===== src/hdl/oldland_pkg.sv =====
`default_nettype none

package oldland_pkg;

	// **********************************************************************
	// Instruction word
	// **********************************************************************

	// Both views share opcode, class, rd and ra. The rb field of the
	// register view sits in the top bits of the immediate.
	typedef union packed {
		struct packed {
			logic [3:0] opcode;
			logic [1:0] cls;
			logic [2:0] rd;
			logic [2:0] ra;
			logic [2:0] rb;
			logic [15:0] func;
			logic imm_sel;
		} r;
		struct packed {
			logic [3:0] opcode;
			logic [1:0] cls;
			logic [2:0] rd;
			logic [2:0] ra;
			logic signed [15:0] imm16;
			logic [2:0] spare;
			logic imm_sel;
		} i;
	} instr_t;

	localparam logic [1:0] CLASS_ARITH = 2'b00;
	localparam logic [1:0] CLASS_BRANCH = 2'b01;
	localparam logic [1:0] CLASS_MEM = 2'b10;
	localparam logic [1:0] CLASS_MISC = 2'b11; // Also used for pipeline bubbles.

	// **********************************************************************
	// ALU operations, branch conditions and access widths
	// **********************************************************************

	localparam logic [3:0] ALU_ADD = 4'b0000;
	localparam logic [3:0] ALU_ADDC = 4'b0001;
	localparam logic [3:0] ALU_SUB = 4'b0010;
	localparam logic [3:0] ALU_SUBC = 4'b0011;
	localparam logic [3:0] ALU_LSL = 4'b0100;
	localparam logic [3:0] ALU_LSR = 4'b0101;
	localparam logic [3:0] ALU_AND = 4'b0110;
	localparam logic [3:0] ALU_XOR = 4'b0111;
	localparam logic [3:0] ALU_BIC = 4'b1000;
	localparam logic [3:0] ALU_BST = 4'b1001;
	localparam logic [3:0] ALU_OR = 4'b1010;
	localparam logic [3:0] ALU_MOVB = 4'b1011;
	localparam logic [3:0] ALU_CMP = 4'b1100;
	localparam logic [3:0] ALU_ASR = 4'b1110;
	localparam logic [3:0] ALU_MOVA = 4'b1111;

	localparam logic [2:0] COND_NEVER = 3'b000;
	localparam logic [2:0] COND_NE = 3'b001;
	localparam logic [2:0] COND_EQ = 3'b010;
	localparam logic [2:0] COND_GEU = 3'b011;
	localparam logic [2:0] COND_LTU = 3'b100;
	localparam logic [2:0] COND_ALWAYS = 3'b111;

	localparam logic [1:0] WIDTH_BYTE = 2'b00;
	localparam logic [1:0] WIDTH_HALF = 2'b01;
	localparam logic [1:0] WIDTH_WORD = 2'b10;

	localparam int NUM_REGS = 8;
	localparam logic [31:0] RESET_PC = 32'h0000_0000;

endpackage

`default_nettype wire


===== src/hdl/oldland_cpu.sv =====
`timescale 1ns/1ps
`default_nettype none

module oldland_cpu (
	input logic clk,
	input logic reset,
	input logic [31:0] imem_data,
	input logic [31:0] dmem_rdata,
	output logic [31:0] imem_addr,
	output logic [31:0] dmem_addr,
	output logic [31:0] dmem_wdata,
	output logic dmem_wr_en,
	output logic dmem_rd_en,
	output logic [1:0] dmem_width
);

	logic hold, fetch_valid, branch_taken, stall_clear;
	logic [31:0] fetch_pc_plus_4, alu_out;
	logic [2:0] ra_sel, rb_sel;
	logic [31:0] rf_ra, rf_rb;
	logic [31:0] ex_ra, ex_rb, imm32, ex_pc_plus_4;
	logic [2:0] rd_sel;
	logic update_rd, alu_op1_ra, alu_op2_rb, mem_load, mem_store;
	logic [3:0] alu_opc;
	logic [1:0] mem_width;
	logic [2:0] branch_condition;
	logic [1:0] instr_class;
	logic is_call, update_flags;
	logic [31:0] wr_val;
	logic wr_result;
	logic [2:0] rd_sel_out;
	logic reg_wr_en;
	logic [2:0] reg_wr_sel;
	logic [31:0] reg_wr_val;

	oldland_fetch i_fetch (
		.clk(clk), .reset(reset), .hold(hold), .branch_taken(branch_taken),
		.branch_target(alu_out), .imem_addr(imem_addr), .fetch_valid(fetch_valid),
		.pc_plus_4(fetch_pc_plus_4)
	);

	oldland_decode i_decode (
		.clk(clk), .reset(reset), .fetch_valid(fetch_valid), .instr(imem_data),
		.pc_plus_4_in(fetch_pc_plus_4), .stall_clear(stall_clear),
		.reg_wr_en(reg_wr_en), .reg_wr_sel(reg_wr_sel),
		.ra_data(rf_ra), .rb_data(rf_rb), .hold(hold),
		.ra_sel(ra_sel), .rb_sel(rb_sel), .ra(ex_ra), .rb(ex_rb), .imm32(imm32),
		.pc_plus_4(ex_pc_plus_4), .rd_sel(rd_sel), .update_rd(update_rd),
		.alu_opc(alu_opc), .alu_op1_ra(alu_op1_ra), .alu_op2_rb(alu_op2_rb),
		.mem_load(mem_load), .mem_store(mem_store), .mem_width(mem_width),
		.branch_condition(branch_condition), .instr_class(instr_class),
		.is_call(is_call), .update_flags(update_flags)
	);

	oldland_regfile i_regfile (
		.clk(clk), .ra_sel(ra_sel), .rb_sel(rb_sel), .wr_en(reg_wr_en),
		.wr_sel(reg_wr_sel), .wr_val(reg_wr_val), .ra(rf_ra), .rb(rf_rb)
	);

	// The memory request registers in exec drive the data port directly.
	oldland_exec i_exec (
		.clk(clk), .reset(reset), .ra(ex_ra), .rb(ex_rb), .imm32(imm32),
		.pc_plus_4(ex_pc_plus_4), .rd_sel(rd_sel), .update_rd(update_rd),
		.alu_opc(alu_opc), .alu_op1_ra(alu_op1_ra), .alu_op2_rb(alu_op2_rb),
		.mem_load(mem_load), .mem_store(mem_store), .mem_width(mem_width),
		.branch_condition(branch_condition), .instr_class(instr_class),
		.is_call(is_call), .update_flags(update_flags),
		.branch_taken(branch_taken), .alu_out(alu_out), .mem_load_out(dmem_rd_en),
		.mem_store_out(), .mem_width_out(dmem_width), .wr_val(wr_val),
		.wr_result(wr_result), .rd_sel_out(rd_sel_out), .stall_clear(stall_clear),
		.mar(dmem_addr), .mdr(dmem_wdata), .mem_wr_en(dmem_wr_en)
	);

	oldland_memory i_memory (
		.clk(clk), .reset(reset), .mem_load(dmem_rd_en), .mem_width(dmem_width),
		.mar_low(dmem_addr[1:0]), .dmem_rdata(dmem_rdata), .wr_result(wr_result),
		.rd_sel(rd_sel_out), .wr_val(wr_val), .reg_wr_en(reg_wr_en),
		.reg_wr_sel(reg_wr_sel), .reg_wr_val(reg_wr_val)
	);

endmodule

`default_nettype wire


===== src/hdl/oldland_decode.sv =====
`timescale 1ns/1ps
`default_nettype none

module oldland_decode
	import oldland_pkg::*;
(
	input logic clk,
	input logic reset,
	input logic fetch_valid,
	input instr_t instr,
	input logic [31:0] pc_plus_4_in,
	input logic stall_clear,
	input logic reg_wr_en,
	input logic [2:0] reg_wr_sel,
	input logic [31:0] ra_data,
	input logic [31:0] rb_data,
	output logic hold,
	output logic [2:0] ra_sel,
	output logic [2:0] rb_sel,
	output logic [31:0] ra,
	output logic [31:0] rb,
	output logic [31:0] imm32,
	output logic [31:0] pc_plus_4,
	output logic [2:0] rd_sel,
	output logic update_rd,
	output logic [3:0] alu_opc,
	output logic alu_op1_ra,
	output logic alu_op2_rb,
	output logic mem_load,
	output logic mem_store,
	output logic [1:0] mem_width,
	output logic [2:0] branch_condition,
	output logic [1:0] instr_class,
	output logic is_call,
	output logic update_flags
);

	logic [NUM_REGS-1:0] pending;
	logic [NUM_REGS-1:0] set_mask;
	logic [NUM_REGS-1:0] clr_mask;
	logic branch_pending;
	logic load_last;
	logic d_op1_ra, d_op2_rb, d_update_rd, d_flags;
	logic d_load, d_store, d_call;
	logic uses_ra, uses_rb;
	logic [3:0] d_alu;
	logic [2:0] d_rd, d_cond;
	logic [1:0] d_width;
	logic stall, issue;

	always_comb begin
		d_alu = ALU_ADD;
		d_op1_ra = 1'b1;
		d_op2_rb = 1'b0;
		d_update_rd = 1'b0;
		d_flags = 1'b0;
		d_load = 1'b0;
		d_store = 1'b0;
		d_call = 1'b0;
		d_cond = COND_NEVER;
		d_rd = instr.r.rd;
		d_width = instr.r.opcode[1:0];
		uses_ra = 1'b0;
		uses_rb = 1'b0;
		case (instr.r.cls)
		CLASS_ARITH: begin
			d_alu = instr.r.opcode;
			d_op2_rb = !instr.r.imm_sel;
			d_update_rd = instr.r.opcode != ALU_CMP;
			d_flags = instr.r.opcode == ALU_CMP;
			uses_ra = 1'b1;
			uses_rb = !instr.r.imm_sel;
		end
		CLASS_BRANCH: begin
			// Target is pc_plus_4 + imm32; rd carries the condition.
			d_op1_ra = 1'b0;
			d_call = instr.r.opcode[0];
			d_cond = d_call ? COND_ALWAYS : instr.r.rd;
			d_update_rd = d_call;
			if (d_call)
				d_rd = 3'd7; // Link register.
		end
		CLASS_MEM: begin
			d_store = instr.r.opcode[3];
			d_load = !instr.r.opcode[3];
			d_update_rd = !instr.r.opcode[3];
			uses_ra = 1'b1;
			uses_rb = instr.r.opcode[3];
		end
		default: ;
		endcase
	end

	assign ra_sel = instr.r.ra;
	assign rb_sel = d_store ? instr.r.rd : instr.r.rb; // Store data sits in the rd field.

	// A write issued right after a load would share the load's write-back cycle.
	assign stall = branch_pending
		|| (uses_ra && pending[ra_sel])
		|| (uses_rb && pending[rb_sel])
		|| (d_update_rd && pending[d_rd])
		|| (d_update_rd && !d_load && load_last);
	assign hold = fetch_valid && stall;
	assign issue = fetch_valid && !stall;

	assign set_mask = (issue && d_update_rd) ? {{(NUM_REGS-1){1'b0}}, 1'b1} << d_rd : '0;
	assign clr_mask = reg_wr_en ? {{(NUM_REGS-1){1'b0}}, 1'b1} << reg_wr_sel : '0;

	always_ff @(posedge clk) begin
		if (reset) begin
			pending <= '0;
			branch_pending <= 1'b0;
			load_last <= 1'b0;
			update_rd <= 1'b0;
			mem_load <= 1'b0;
			mem_store <= 1'b0;
			is_call <= 1'b0;
			update_flags <= 1'b0;
			branch_condition <= COND_NEVER;
			instr_class <= CLASS_MISC;
		end else begin
			pending <= (pending & ~clr_mask) | set_mask; // A new issue wins over a clear.
			if (stall_clear)
				branch_pending <= 1'b0;
			else if (issue && instr.r.cls == CLASS_BRANCH)
				branch_pending <= 1'b1;
			load_last <= issue && d_load;
			update_rd <= issue && d_update_rd;
			mem_load <= issue && d_load;
			mem_store <= issue && d_store;
			is_call <= issue && d_call;
			update_flags <= issue && d_flags;
			branch_condition <= issue ? d_cond : COND_NEVER;
			instr_class <= issue ? instr.r.cls : CLASS_MISC;
		end
	end

	always_ff @(posedge clk) begin
		ra <= ra_data;
		rb <= rb_data;
		imm32 <= {{16{instr.i.imm16[15]}}, instr.i.imm16};
		pc_plus_4 <= pc_plus_4_in;
		rd_sel <= d_rd;
		alu_opc <= d_alu;
		alu_op1_ra <= d_op1_ra;
		alu_op2_rb <= d_op2_rb;
		mem_width <= d_width;
	end

endmodule

`default_nettype wire


===== src/hdl/oldland_exec.sv =====
`timescale 1ns/1ps
`default_nettype none

module oldland_exec
	import oldland_pkg::*;
(
	input logic clk,
	input logic reset,
	input logic [31:0] ra,
	input logic [31:0] rb,
	input logic [31:0] imm32,
	input logic [31:0] pc_plus_4,
	input logic [2:0] rd_sel,
	input logic update_rd,
	input logic [3:0] alu_opc,
	input logic alu_op1_ra,
	input logic alu_op2_rb,
	input logic mem_load,
	input logic mem_store,
	input logic [1:0] mem_width,
	input logic [2:0] branch_condition,
	input logic [1:0] instr_class,
	input logic is_call,
	input logic update_flags,
	output logic branch_taken,
	output logic [31:0] alu_out,
	output logic mem_load_out,
	output logic mem_store_out,
	output logic [1:0] mem_width_out,
	output logic [31:0] wr_val,
	output logic wr_result,
	output logic [2:0] rd_sel_out,
	output logic stall_clear,
	output logic [31:0] mar,
	output logic [31:0] mdr,
	output logic mem_wr_en
);

	logic [31:0] op1, op2, alu_q;
	logic alu_c, alu_z, cond_met;
	logic z_flag, c_flag; // Hidden status flags.

	assign op1 = alu_op1_ra ? ra : pc_plus_4;
	assign op2 = alu_op2_rb ? rb : imm32;
	assign alu_z = op1 == op2;

	// **********************************************************************
	// ALU
	// **********************************************************************
	always_comb begin
		alu_c = 1'b0;
		case (alu_opc)
		ALU_ADD: {alu_c, alu_q} = {1'b0, op1} + {1'b0, op2};
		ALU_ADDC: {alu_c, alu_q} = {1'b0, op1} + {1'b0, op2} + {32'b0, c_flag};
		ALU_SUB: {alu_c, alu_q} = {1'b0, op1} - {1'b0, op2};
		ALU_SUBC: {alu_c, alu_q} = {1'b0, op1} - {1'b0, op2} + {32'b0, c_flag};
		ALU_LSL: {alu_c, alu_q} = {1'b0, op1} << op2[4:0];
		ALU_LSR: alu_q = op1 >> op2[4:0];
		ALU_AND: alu_q = op1 & op2;
		ALU_XOR: alu_q = op1 ^ op2;
		ALU_BIC: alu_q = op1 & ~(32'd1 << op2[4:0]);
		ALU_BST: alu_q = op1 | (32'd1 << op2[4:0]);
		ALU_OR: alu_q = op1 | op2;
		ALU_MOVB: alu_q = op2;
		ALU_CMP: {alu_c, alu_q} = {1'b0, op1} - {1'b0, op2}; // Carry is the borrow.
		ALU_ASR: alu_q = $signed(op1) >>> op2[4:0];
		ALU_MOVA: alu_q = op1;
		default: alu_q = 32'b0;
		endcase
	end

	always_comb begin
		case (branch_condition)
		COND_ALWAYS: cond_met = 1'b1;
		COND_NE: cond_met = !z_flag;
		COND_EQ: cond_met = z_flag;
		COND_GEU: cond_met = !c_flag;
		COND_LTU: cond_met = c_flag;
		default: cond_met = 1'b0;
		endcase
	end

	always_ff @(posedge clk) begin
		if (reset) begin
			branch_taken <= 1'b0;
			stall_clear <= 1'b0;
			wr_result <= 1'b0;
			mem_load_out <= 1'b0;
			mem_store_out <= 1'b0;
			mem_wr_en <= 1'b0;
			z_flag <= 1'b0;
			c_flag <= 1'b0;
		end else begin
			branch_taken <= instr_class == CLASS_BRANCH && cond_met;
			stall_clear <= instr_class == CLASS_BRANCH; // Resolved either way.
			wr_result <= update_rd;
			mem_load_out <= mem_load;
			mem_store_out <= mem_store;
			mem_wr_en <= mem_store;
			if (update_flags) begin
				z_flag <= alu_z;
				c_flag <= alu_c;
			end
		end
	end

	always_ff @(posedge clk) begin
		alu_out <= alu_q;
		rd_sel_out <= rd_sel;
		wr_val <= is_call ? pc_plus_4 : alu_q;
		if (mem_store || mem_load) begin
			mem_width_out <= mem_width;
			mar <= alu_q;
			if (mem_store)
				mdr <= rb;
		end
	end

endmodule

`default_nettype wire


===== src/hdl/oldland_fetch.sv =====
`timescale 1ns/1ps
`default_nettype none

module oldland_fetch
	import oldland_pkg::*;
(
	input logic clk,
	input logic reset,
	input logic hold,
	input logic branch_taken,
	input logic [31:0] branch_target,
	output logic [31:0] imem_addr,
	output logic fetch_valid,
	output logic [31:0] pc_plus_4
);

	logic [31:0] pc;

	// While decode holds, the word under decode is read again.
	assign imem_addr = hold ? pc_plus_4 - 32'd4 : pc;

	always_ff @(posedge clk) begin
		if (reset) begin
			pc <= RESET_PC;
			fetch_valid <= 1'b0;
		end else if (branch_taken) begin
			pc <= branch_target;
			fetch_valid <= 1'b0; // The word in flight is off the taken path.
		end else if (!hold) begin
			pc <= pc + 32'd4;
			fetch_valid <= 1'b1;
		end
	end

	// Follows the word that instruction memory returns next cycle.
	always_ff @(posedge clk) begin
		if (!hold)
			pc_plus_4 <= pc + 32'd4;
	end

endmodule

`default_nettype wire


===== src/hdl/oldland_memory.sv =====
`timescale 1ns/1ps
`default_nettype none

module oldland_memory
	import oldland_pkg::*;
(
	input logic clk,
	input logic reset,
	input logic mem_load,
	input logic [1:0] mem_width,
	input logic [1:0] mar_low,
	input logic [31:0] dmem_rdata,
	input logic wr_result,
	input logic [2:0] rd_sel,
	input logic [31:0] wr_val,
	output logic reg_wr_en,
	output logic [2:0] reg_wr_sel,
	output logic [31:0] reg_wr_val
);

	logic load_q;
	logic [1:0] width_q;
	logic [1:0] lane_q;
	logic [2:0] rd_q;
	logic [31:0] shifted, load_data;

	always_ff @(posedge clk) begin
		if (reset)
			load_q <= 1'b0;
		else
			load_q <= mem_load && wr_result;
	end

	always_ff @(posedge clk) begin
		width_q <= mem_width;
		lane_q <= mar_low;
		rd_q <= rd_sel;
	end

	assign shifted = dmem_rdata >> {lane_q, 3'b000};

	always_comb begin
		case (width_q)
		WIDTH_BYTE: load_data = {24'b0, shifted[7:0]};
		WIDTH_HALF: load_data = {16'b0, shifted[15:0]};
		default: load_data = dmem_rdata;
		endcase
	end

	// Loads write back a cycle later than other results.
	assign reg_wr_en = load_q || (wr_result && !mem_load);
	assign reg_wr_sel = load_q ? rd_q : rd_sel;
	assign reg_wr_val = load_q ? load_data : wr_val;

endmodule

`default_nettype wire


===== src/hdl/oldland_regfile.sv =====
`timescale 1ns/1ps
`default_nettype none

module oldland_regfile
	import oldland_pkg::*;
(
	input logic clk,
	input logic [2:0] ra_sel,
	input logic [2:0] rb_sel,
	input logic wr_en,
	input logic [2:0] wr_sel,
	input logic [31:0] wr_val,
	output logic [31:0] ra,
	output logic [31:0] rb
);

	logic [31:0] regs [NUM_REGS];

	// Reads return the value before any write on the same edge.
	assign ra = regs[ra_sel];
	assign rb = regs[rb_sel];

	always_ff @(posedge clk) begin
		if (wr_en)
			regs[wr_sel] <= wr_val;
	end

endmodule

`default_nettype wire


===== config.mk =====
export PLATFORM = sky130hd
export DESIGN_NAME = oldland_cpu
export DESIGN_NICKNAME = d
export VERILOG_FILES = /design/src/hdl/oldland_pkg.sv /design/src/hdl/oldland_cpu.sv /design/src/hdl/oldland_decode.sv /design/src/hdl/oldland_exec.sv /design/src/hdl/oldland_fetch.sv /design/src/hdl/oldland_memory.sv /design/src/hdl/oldland_regfile.sv
export SDC_FILE = /design/constraint.sdc
export NUM_CORES = 2
export LEC_CHECK = 0
export ABC_CLOCK_PERIOD_IN_PS = 9290
export BUFFER_PORTS_ARGS = -buffer_cell sky130_fd_sc_hd__buf_2
export CAP_MARGIN = 20
export CORE_MARGIN = 3
export CORE_UTILIZATION = 45
export DETAILED_ROUTE_END_ITERATION = 12
export MAX_ROUTING_LAYER = met4
export PLACE_DENSITY_LB_ADDON = 0.05
export SETUP_SLACK_MARGIN = 0.05
export SYNTH_ARGS = -nofsm -noshare
export SYNTH_HDL_FRONTEND = slang
export SYNTH_SLANG_ARGS = --single-unit

===== constraint.sdc =====
create_clock -name clk -period 9.29 [get_ports clk]
set_input_delay 1.858 -clock clk [delete_from_list [all_inputs] [get_ports clk]]
set_output_delay 1.858 -clock clk [all_outputs]
set_load 0.02 [all_outputs]

**After elaboration in Yosys (flattened, before gate mapping)**

Memory sizes are Yosys's and may differ from the RTL's. A register that Yosys moved wholly into a read port is not among the register bits.
Cells that the tools add are included.

- Bits in writable memories: 256
- Word-level logic and storage cells: 163
- Memories: 1
- Register bits after elaboration: 291
- Input port bits: 66
- Output and inout port bits: 100

- Magnitude comparators: 3
- Bitwise logic cells: 11
- Mux-type cells: 33
- Equality and inequality tests: 27
- Reduce and logical (&&, ||, !) cells: 39
- Add/subtract/negate cells: 6
- Shift operators: 7

Memory list:

| name | depth | bits a word | read ports | clocked after memory_dff | wr ports | RTL line | text |
|---|---|---|---|---|---|---|---|
| i_regfile.regs | 8 | 32 | 2 | 2 | 1 | oldland_regfile.sv:17 | `logic [31:0] regs [NUM_REGS];` |

Operators by type and width:

| operator | number |
|---|---|
| 32-bit one-hot mux with 14 select lines | 1 |
| 32-bit two-way mux | 7 |
| 33-bit by 1-bit adder with 33-bit output | 2 |
| 32-bit AND | 2 |
| 32-bit bitwise OR | 2 |
| 32-bit one-hot mux with 2 select lines | 1 |
| 32-bit by 32-bit adder with 33-bit output | 1 |
| 32-bit by 5-bit << shifter with 33-bit output | 1 |
| 32-bit by 32-bit subtractor with 33-bit output | 1 |
| 32-bit by 3-bit adder with 32-bit output, second input constant | 1 |
| 32-bit equality test | 1 |
| 4-bit equality test, second input constant | 8 |
| 32-bit NOT | 1 |
| 1-bit by 5-bit << shifter with 32-bit output, first input constant | 1 |
| 32-bit by 5-bit right shift with 16-bit output | 1 |
| 32-bit by 5-bit right shift with 32-bit output | 1 |
| 32-bit by 5-bit >>> shifter with 32-bit output | 1 |
| 32-bit by 3-bit subtractor with 32-bit output, second input constant | 1 |
| 32-bit bitwise XOR | 1 |
| 4-bit by 3-bit equality test with 1-bit output, second input constant | 4 |
| 1-bit logical AND | 16 |
| 8-bit two-way mux | 2 |
| 1-bit by 3-bit << shifter with 8-bit output, first input constant | 2 |
| 3-bit by 4-bit less-than comparator with 1-bit output, second input constant | 3 |
| other kinds (26) | 64 |

**Logic depth before layout (Yosys ltp)**

- Depth in word-level cells: 14
- Depth in mapped cells: 21

**Cells and area by module**

A second synthesis with hierarchy kept.

- Cell total of the unflattened synthesis: 3707
- Area total of the unflattened synthesis: 37997.7 um^2

By module, submodules not included:

| module | area each (um^2) | instances | cells an instance | seq. area each (um^2) |
|---|---|---|---|---|
| oldland_exec | 16863.7 | 1 | 2271 | 3463.3 |
| oldland_regfile | 11898.9 | 1 | 497 | 7687.4 |
| oldland_fetch | 4386.7 | 1 | 504 | 1621.6 |
| oldland_decode | 3749.8 | 1 | 278 | 2842.7 |
| oldland_memory | 1098.6 | 1 | 157 | 160.2 |

**Worst setup path before layout**

OpenSTA, ideal clock, no wires.

- Kind: input port to output port
- Start point: input port imem_data[26]
- End point: output port imem_addr[2]
- Data arrival time: 5.720 ns
- Cell stages on the path: 13
- Setup slack: 1.712 ns
- Required time: 7.432 ns
- Buffers on the path: 5
- Path through: clkbuf_1 nand3b_1 clkbuf_1 a21o_1 clkbuf_1 a211oi_1 o21ai_0 a31oi_1 o221ai_1 nand2_1 clkbuf_1 buf_1 o21ai_0

- Longest elaborated chain between the ends: 11
- Elaborated cells between the ends (all ways): 27

Ends and longest elaborated chain:

| what | RTL line | text |
|---|---|---|
| start, declared | oldland_cpu.sv:7 | `input logic [31:0] imem_data,` |
| 2-bit equality test | oldland_decode.sv:65 | `case (instr.r.cls)` |
| 1-bit two-way mux | oldland_decode.sv:65 |  |
| 3-bit two-way mux | oldland_decode.sv:95 | `assign rb_sel = d_store ? instr.r.rd : instr.r.rb;` |
| 1-bit binary-select mux with 3-bit select | oldland_decode.sv:100 | `\|\| (uses_rb && pending[rb_sel])` |
| 1-bit two-way mux (not written as such) | oldland_decode.sv:100 |  |
| 1-bit logical AND | oldland_decode.sv:100 |  |
| 1-bit logical OR | oldland_decode.sv:100 |  |
| 1-bit logical OR | oldland_decode.sv:101 | `\|\| (d_update_rd && pending[d_rd])` |
| 1-bit logical OR (*) | oldland_decode.sv:102 | `\|\| (d_update_rd && !d_load && load_last);` |
| 1-bit logical AND (*) | oldland_decode.sv:103 | `assign hold = fetch_valid && stall;` |
| 32-bit two-way mux (*) | oldland_fetch.sv:20 | `assign imem_addr = hold ? pc_plus_4 - 32'd4 : pc;` |
| end, declared | oldland_cpu.sv:9 | `output logic [31:0] imem_addr,` |

Mark *: on every way between the ends. The rest lies on a longest branch, timed or not. The select of a mux whose other input is x is not followed.

**Worst setup path after layout**

- Start point: input port imem_data[26]
- End point: output port imem_addr[27]

Same word-level chain as after synthesis.

==> key figures <==
Placed design
  – Placer Congestion: 1.09
  – Dpl hpwl: 119 mm
  – Pre-CTS setup slack: 1.90 ns
  – Port Buffers: 162

Final layout
  – Commonest cells after routing, fill and taps aside: nand2_1, edfxtp_1, o21ai_0
  – Area Growth Syn to Fin: 11.8%
  – Most common cell after layout, fill and taps aside: nand2_1
  – Reg area: 15800 µm²
  – Utilization after layout: 51.0%
  – FILL cells: 7704
  – Layout cell share with drive strength beyond 1: 14.7%
  – Area occupied by multi-input gates: 19700 µm²
  – Final nets: 4222

Timing
  – Slew Limit Fails: 0
  – Setup TNS Final: 0 ns
  – Post-layout worst setup margin: 1.87 ns
  – Clock skew: 0.0523 ns
  – Fmax: 135 MHz
  – Slew @ Worst Pin: 1.19 ns
  – Setup violation total in the final timing report: 0
  – Hold Vio Cnt, Final: 0
  – Unrepaired setup endpoints after global routing: false
  – Ratio of final minimum period to clock period: 79.9%
  – Tmin final: 7.42 ns
  – Rel. slew slack: 20.1%

Route
  – Via density: 6.45
  – DR top layer: met4
  – Met3 Wirelength: 15.3 mm
  – DRT iter0 DRCs: 4512
  – WL met2: 68.3 mm
  – Vias: 33571
  – DRC violation count after routing: 0
  – Routed Antenna Nets: 0
  – TritonRoute pass-1 iters: 6
  – Final wirelength: 161 mm
  – WL/cell: 30.9 µm
  – M1 WL: 66.5 mm

Global routing
  – First-pass GRT wire length: 227 mm
  – Total GRT Usage: 37.8%
  – Largest net degree at the start of global routing: 80
  – Grt total ovfl: 0
  – Initial antenna violation count: 5
  – Vias in the first global route: 31146

CTS
  – Clock latency on the worst-skew pair: 0.66 ns
  – TritonCTS Buffers: 69
  – CTS hold repair buffers: 0
  – TritonCTS clock tree: done
  – Clock transition at path regs: 0.06 ns
  – Clock Tree Buf Depth: 3
  – # H-tree levels: 3
  – CTS resizes: 0
  – Post-CTS Repair Setup Buffers: 0
  – Root buffer cell: clkbuf_16
  – Num Clock Sinks: 611

Critical path
  – R2R depth: 13
  – Nature of the critical path startpoint: primary input
  – Crit-path max FO: 52
  – Crit Path Class: primary input to primary output
  – CP required: 7.43 ns
  – Worst EP arrival: 5.57 ns
  – R2r setup slk: 1.99 ns
  – Setup crit end kind: primary output

Pwr
  – Sequential Power Share: 38.5%
  – Clock Power Share: 31.9%
  – Peak supply drop: 134 µV
  – Sw Share: 36.5%
  – Leak: 15.5 nW
  – Pwr/cell area: 211 nW/µm²
  – Total net switching power: 0.00318 W
  – Int Pwr: 0.00553 W
  – Combinational Power Share: 29.6%

Status
  – Outcome: complete, no violations

Run
  – Max Cap Viol: 0

Synthesis
  – Post-Syn Area: 36900 µm²
  – Avg Cell Area, Syn: 9.15 µm²
  – Post-synthesis cell count: 4036
  – Post-synth EDFFs: 354
  – Syn Nets: 4175
  – Seq/Total Area, Yosys: 42.7%
  – Async S/R FF share, synth: 0%
  – Seq cells post-synth: 611
  – Synth cell types: 92
  – Prevailing post-synth register cell: edfxtp_1
  – Yosys warning count: 0

Floorplan
  – Die ar.: 85500 µm²
  – Initial core utilization: 45.6%
  – Io pins: 166
  – Die Y: 292 µm
  – Placeable Area: 80900 µm²
  – Die X: 292 µm
  – Std-Cell Rows: 104

Min path
  – Worst Hold Depth: 0
  – Min-Delay Path Class: flip-flop to flip-flop
## logic make-up (layout without fill, tap and decap cells)
kind of cell,count (synthesis),in the layout,share of synthesized area (%)
AND/OR/NAND/NOR,1488,1488,18.7
AO/OA/AOI/OAI,977,977,16.9
flip-flops,611,611,42.7
buffers and inverters,416,519,4.31
multiplexers,301,301,10.8
XOR/XNOR,170,170,4.03
adder cells (fa/ha/maj),73,73,2.51
other,0,2,0
## flip-flops by register name, indices dropped and copies added, names as in the netlist, 8 cells and up
signal              flops
i_fetch.pc_plus_4      32
i_fetch.pc             32
i_exec.alu_out         32
i_exec.wr_val          32
i_decode.ra            32
i_decode.imm32         16
i_decode.pc_plus_4     32
i_decode.pending        8
i_decode.rb            32
i_exec.mar             32
i_exec.mdr             32
i_regfile.regs        256
## area by class of cell
| class | count | area share (%) |
|---|---|---|
| well taps | 1060 | 3.21 |
| diodes | 2 | 0.0121 |
| inverters | 133 | 1.21 |
| clock inverters | 30 | 1.02 |
| clock buffers | 97 | 4.69 |
| repair buffers | 259 | 3.78 |
| flip-flops and latches | 611 | 38.2 |
| multi-input cells | 3009 | 47.8 |
## power groups by stage
stage / logic, W / registers, W / clock network [W]
after floorplan: 0.00150 / 0.00330 / 0
after global placement: 0.00246 / 0.00342 / 0
after detailed placement: 0.00246 / 0.00341 / 0
after CTS: 0.00248 / 0.00336 / 0.00282
after global routing: 0.00269 / 0.00336 / 0.00293
final: 0.00258 / 0.00336 / 0.00278
## synthesized netlist by cell type (14+ instances only)
library cell	number	area, µm²
or2_2	20	125
o31ai_1	17	128
ha_1	71	888
xor2_1	64	561
mux2i_1	129	1290
and3_1	23	144
nand2_1	593	2230
dfxtp_1	257	5140
nor4_1	40	250
nor3_1	97	485
buf_2	15	75.1
o22ai_1	44	275
nor2_1	271	1020
nor2b_1	43	269
a211oi_1	44	330
a22oi_1	22	165
and2_1	24	150
mux4_2	69	1550
a31oi_1	39	244
a2111oi_0	16	140
clkbuf_1	207	777
o21ai_0	282	1410
nand2b_1	19	119
a21o_1	17	128
inv_1	127	477
a21oi_1	241	1210
xnor2_1	106	928
a221oi_1	23	201
nand3_1	238	1190
buf_1	59	221
a211o_1	14	123
edfxtp_1	354	10600
mux2_2	103	1160
nand4_1	37	231
or3_1	23	144
o211ai_1	59	443
o221ai_1	40	350
## worst max-delay path: stages
cell	delay [ns]
buf_2	0.17
nand3b_1	0.62
mux2_4	0.66
a211oi_1	0.27
o21ai_0	0.12
a31oi_1	0.29
o221ai_1	0.17
buf_4	0.21
nand2_4	0.43
buf_4	0.37
nand2_1	0.08
o21ai_0	0.08
buf_2	0.19
## path summary, 6_finish.rpt
path	start	endpoint
worst max register to register	i_decode.alu_op2_rb$_SDFF_PN0_	i_exec.mar[30]$_DFFE_PN_
worst min register to register	i_decode.rd_sel[2]$_DFF_P_	i_exec.rd_sel_out[2]$_DFF_P_
worst min-delay path	i_decode.rd_sel[2]$_DFF_P_	i_exec.rd_sel_out[2]$_DFF_P_
worst max-delay path	imem_data[26]	imem_addr[27]
## through the flow
stage / hold slack (ns) / instance area, µm² / power [W] / cells
after floorplan: 0.310 / 36900 / 0.00480 / 4036
after global placement: 0.311 / 38800 / 0.00588 / 5063
after detailed placement: 0.314 / 38900 / 0.00588 / 5067
after CTS: 0.329 / 41200 / 0.00866 / 5194
after global routing: 0.334 / 41300 / 0.00899 / 5200
final: 0.329 / 41300 / 0.00871 / 5201
## layer usage
layer | vias to the layer above | track usage (%)
li1 | 14953 | -
met1 | 16273 | 50.5
met2 | 1948 | 54.1
met3 | 397 | 7.06
met4 | 0 | 20.7
met5 | - | -
Note: power is estimated with default switching activity, not from simulation.
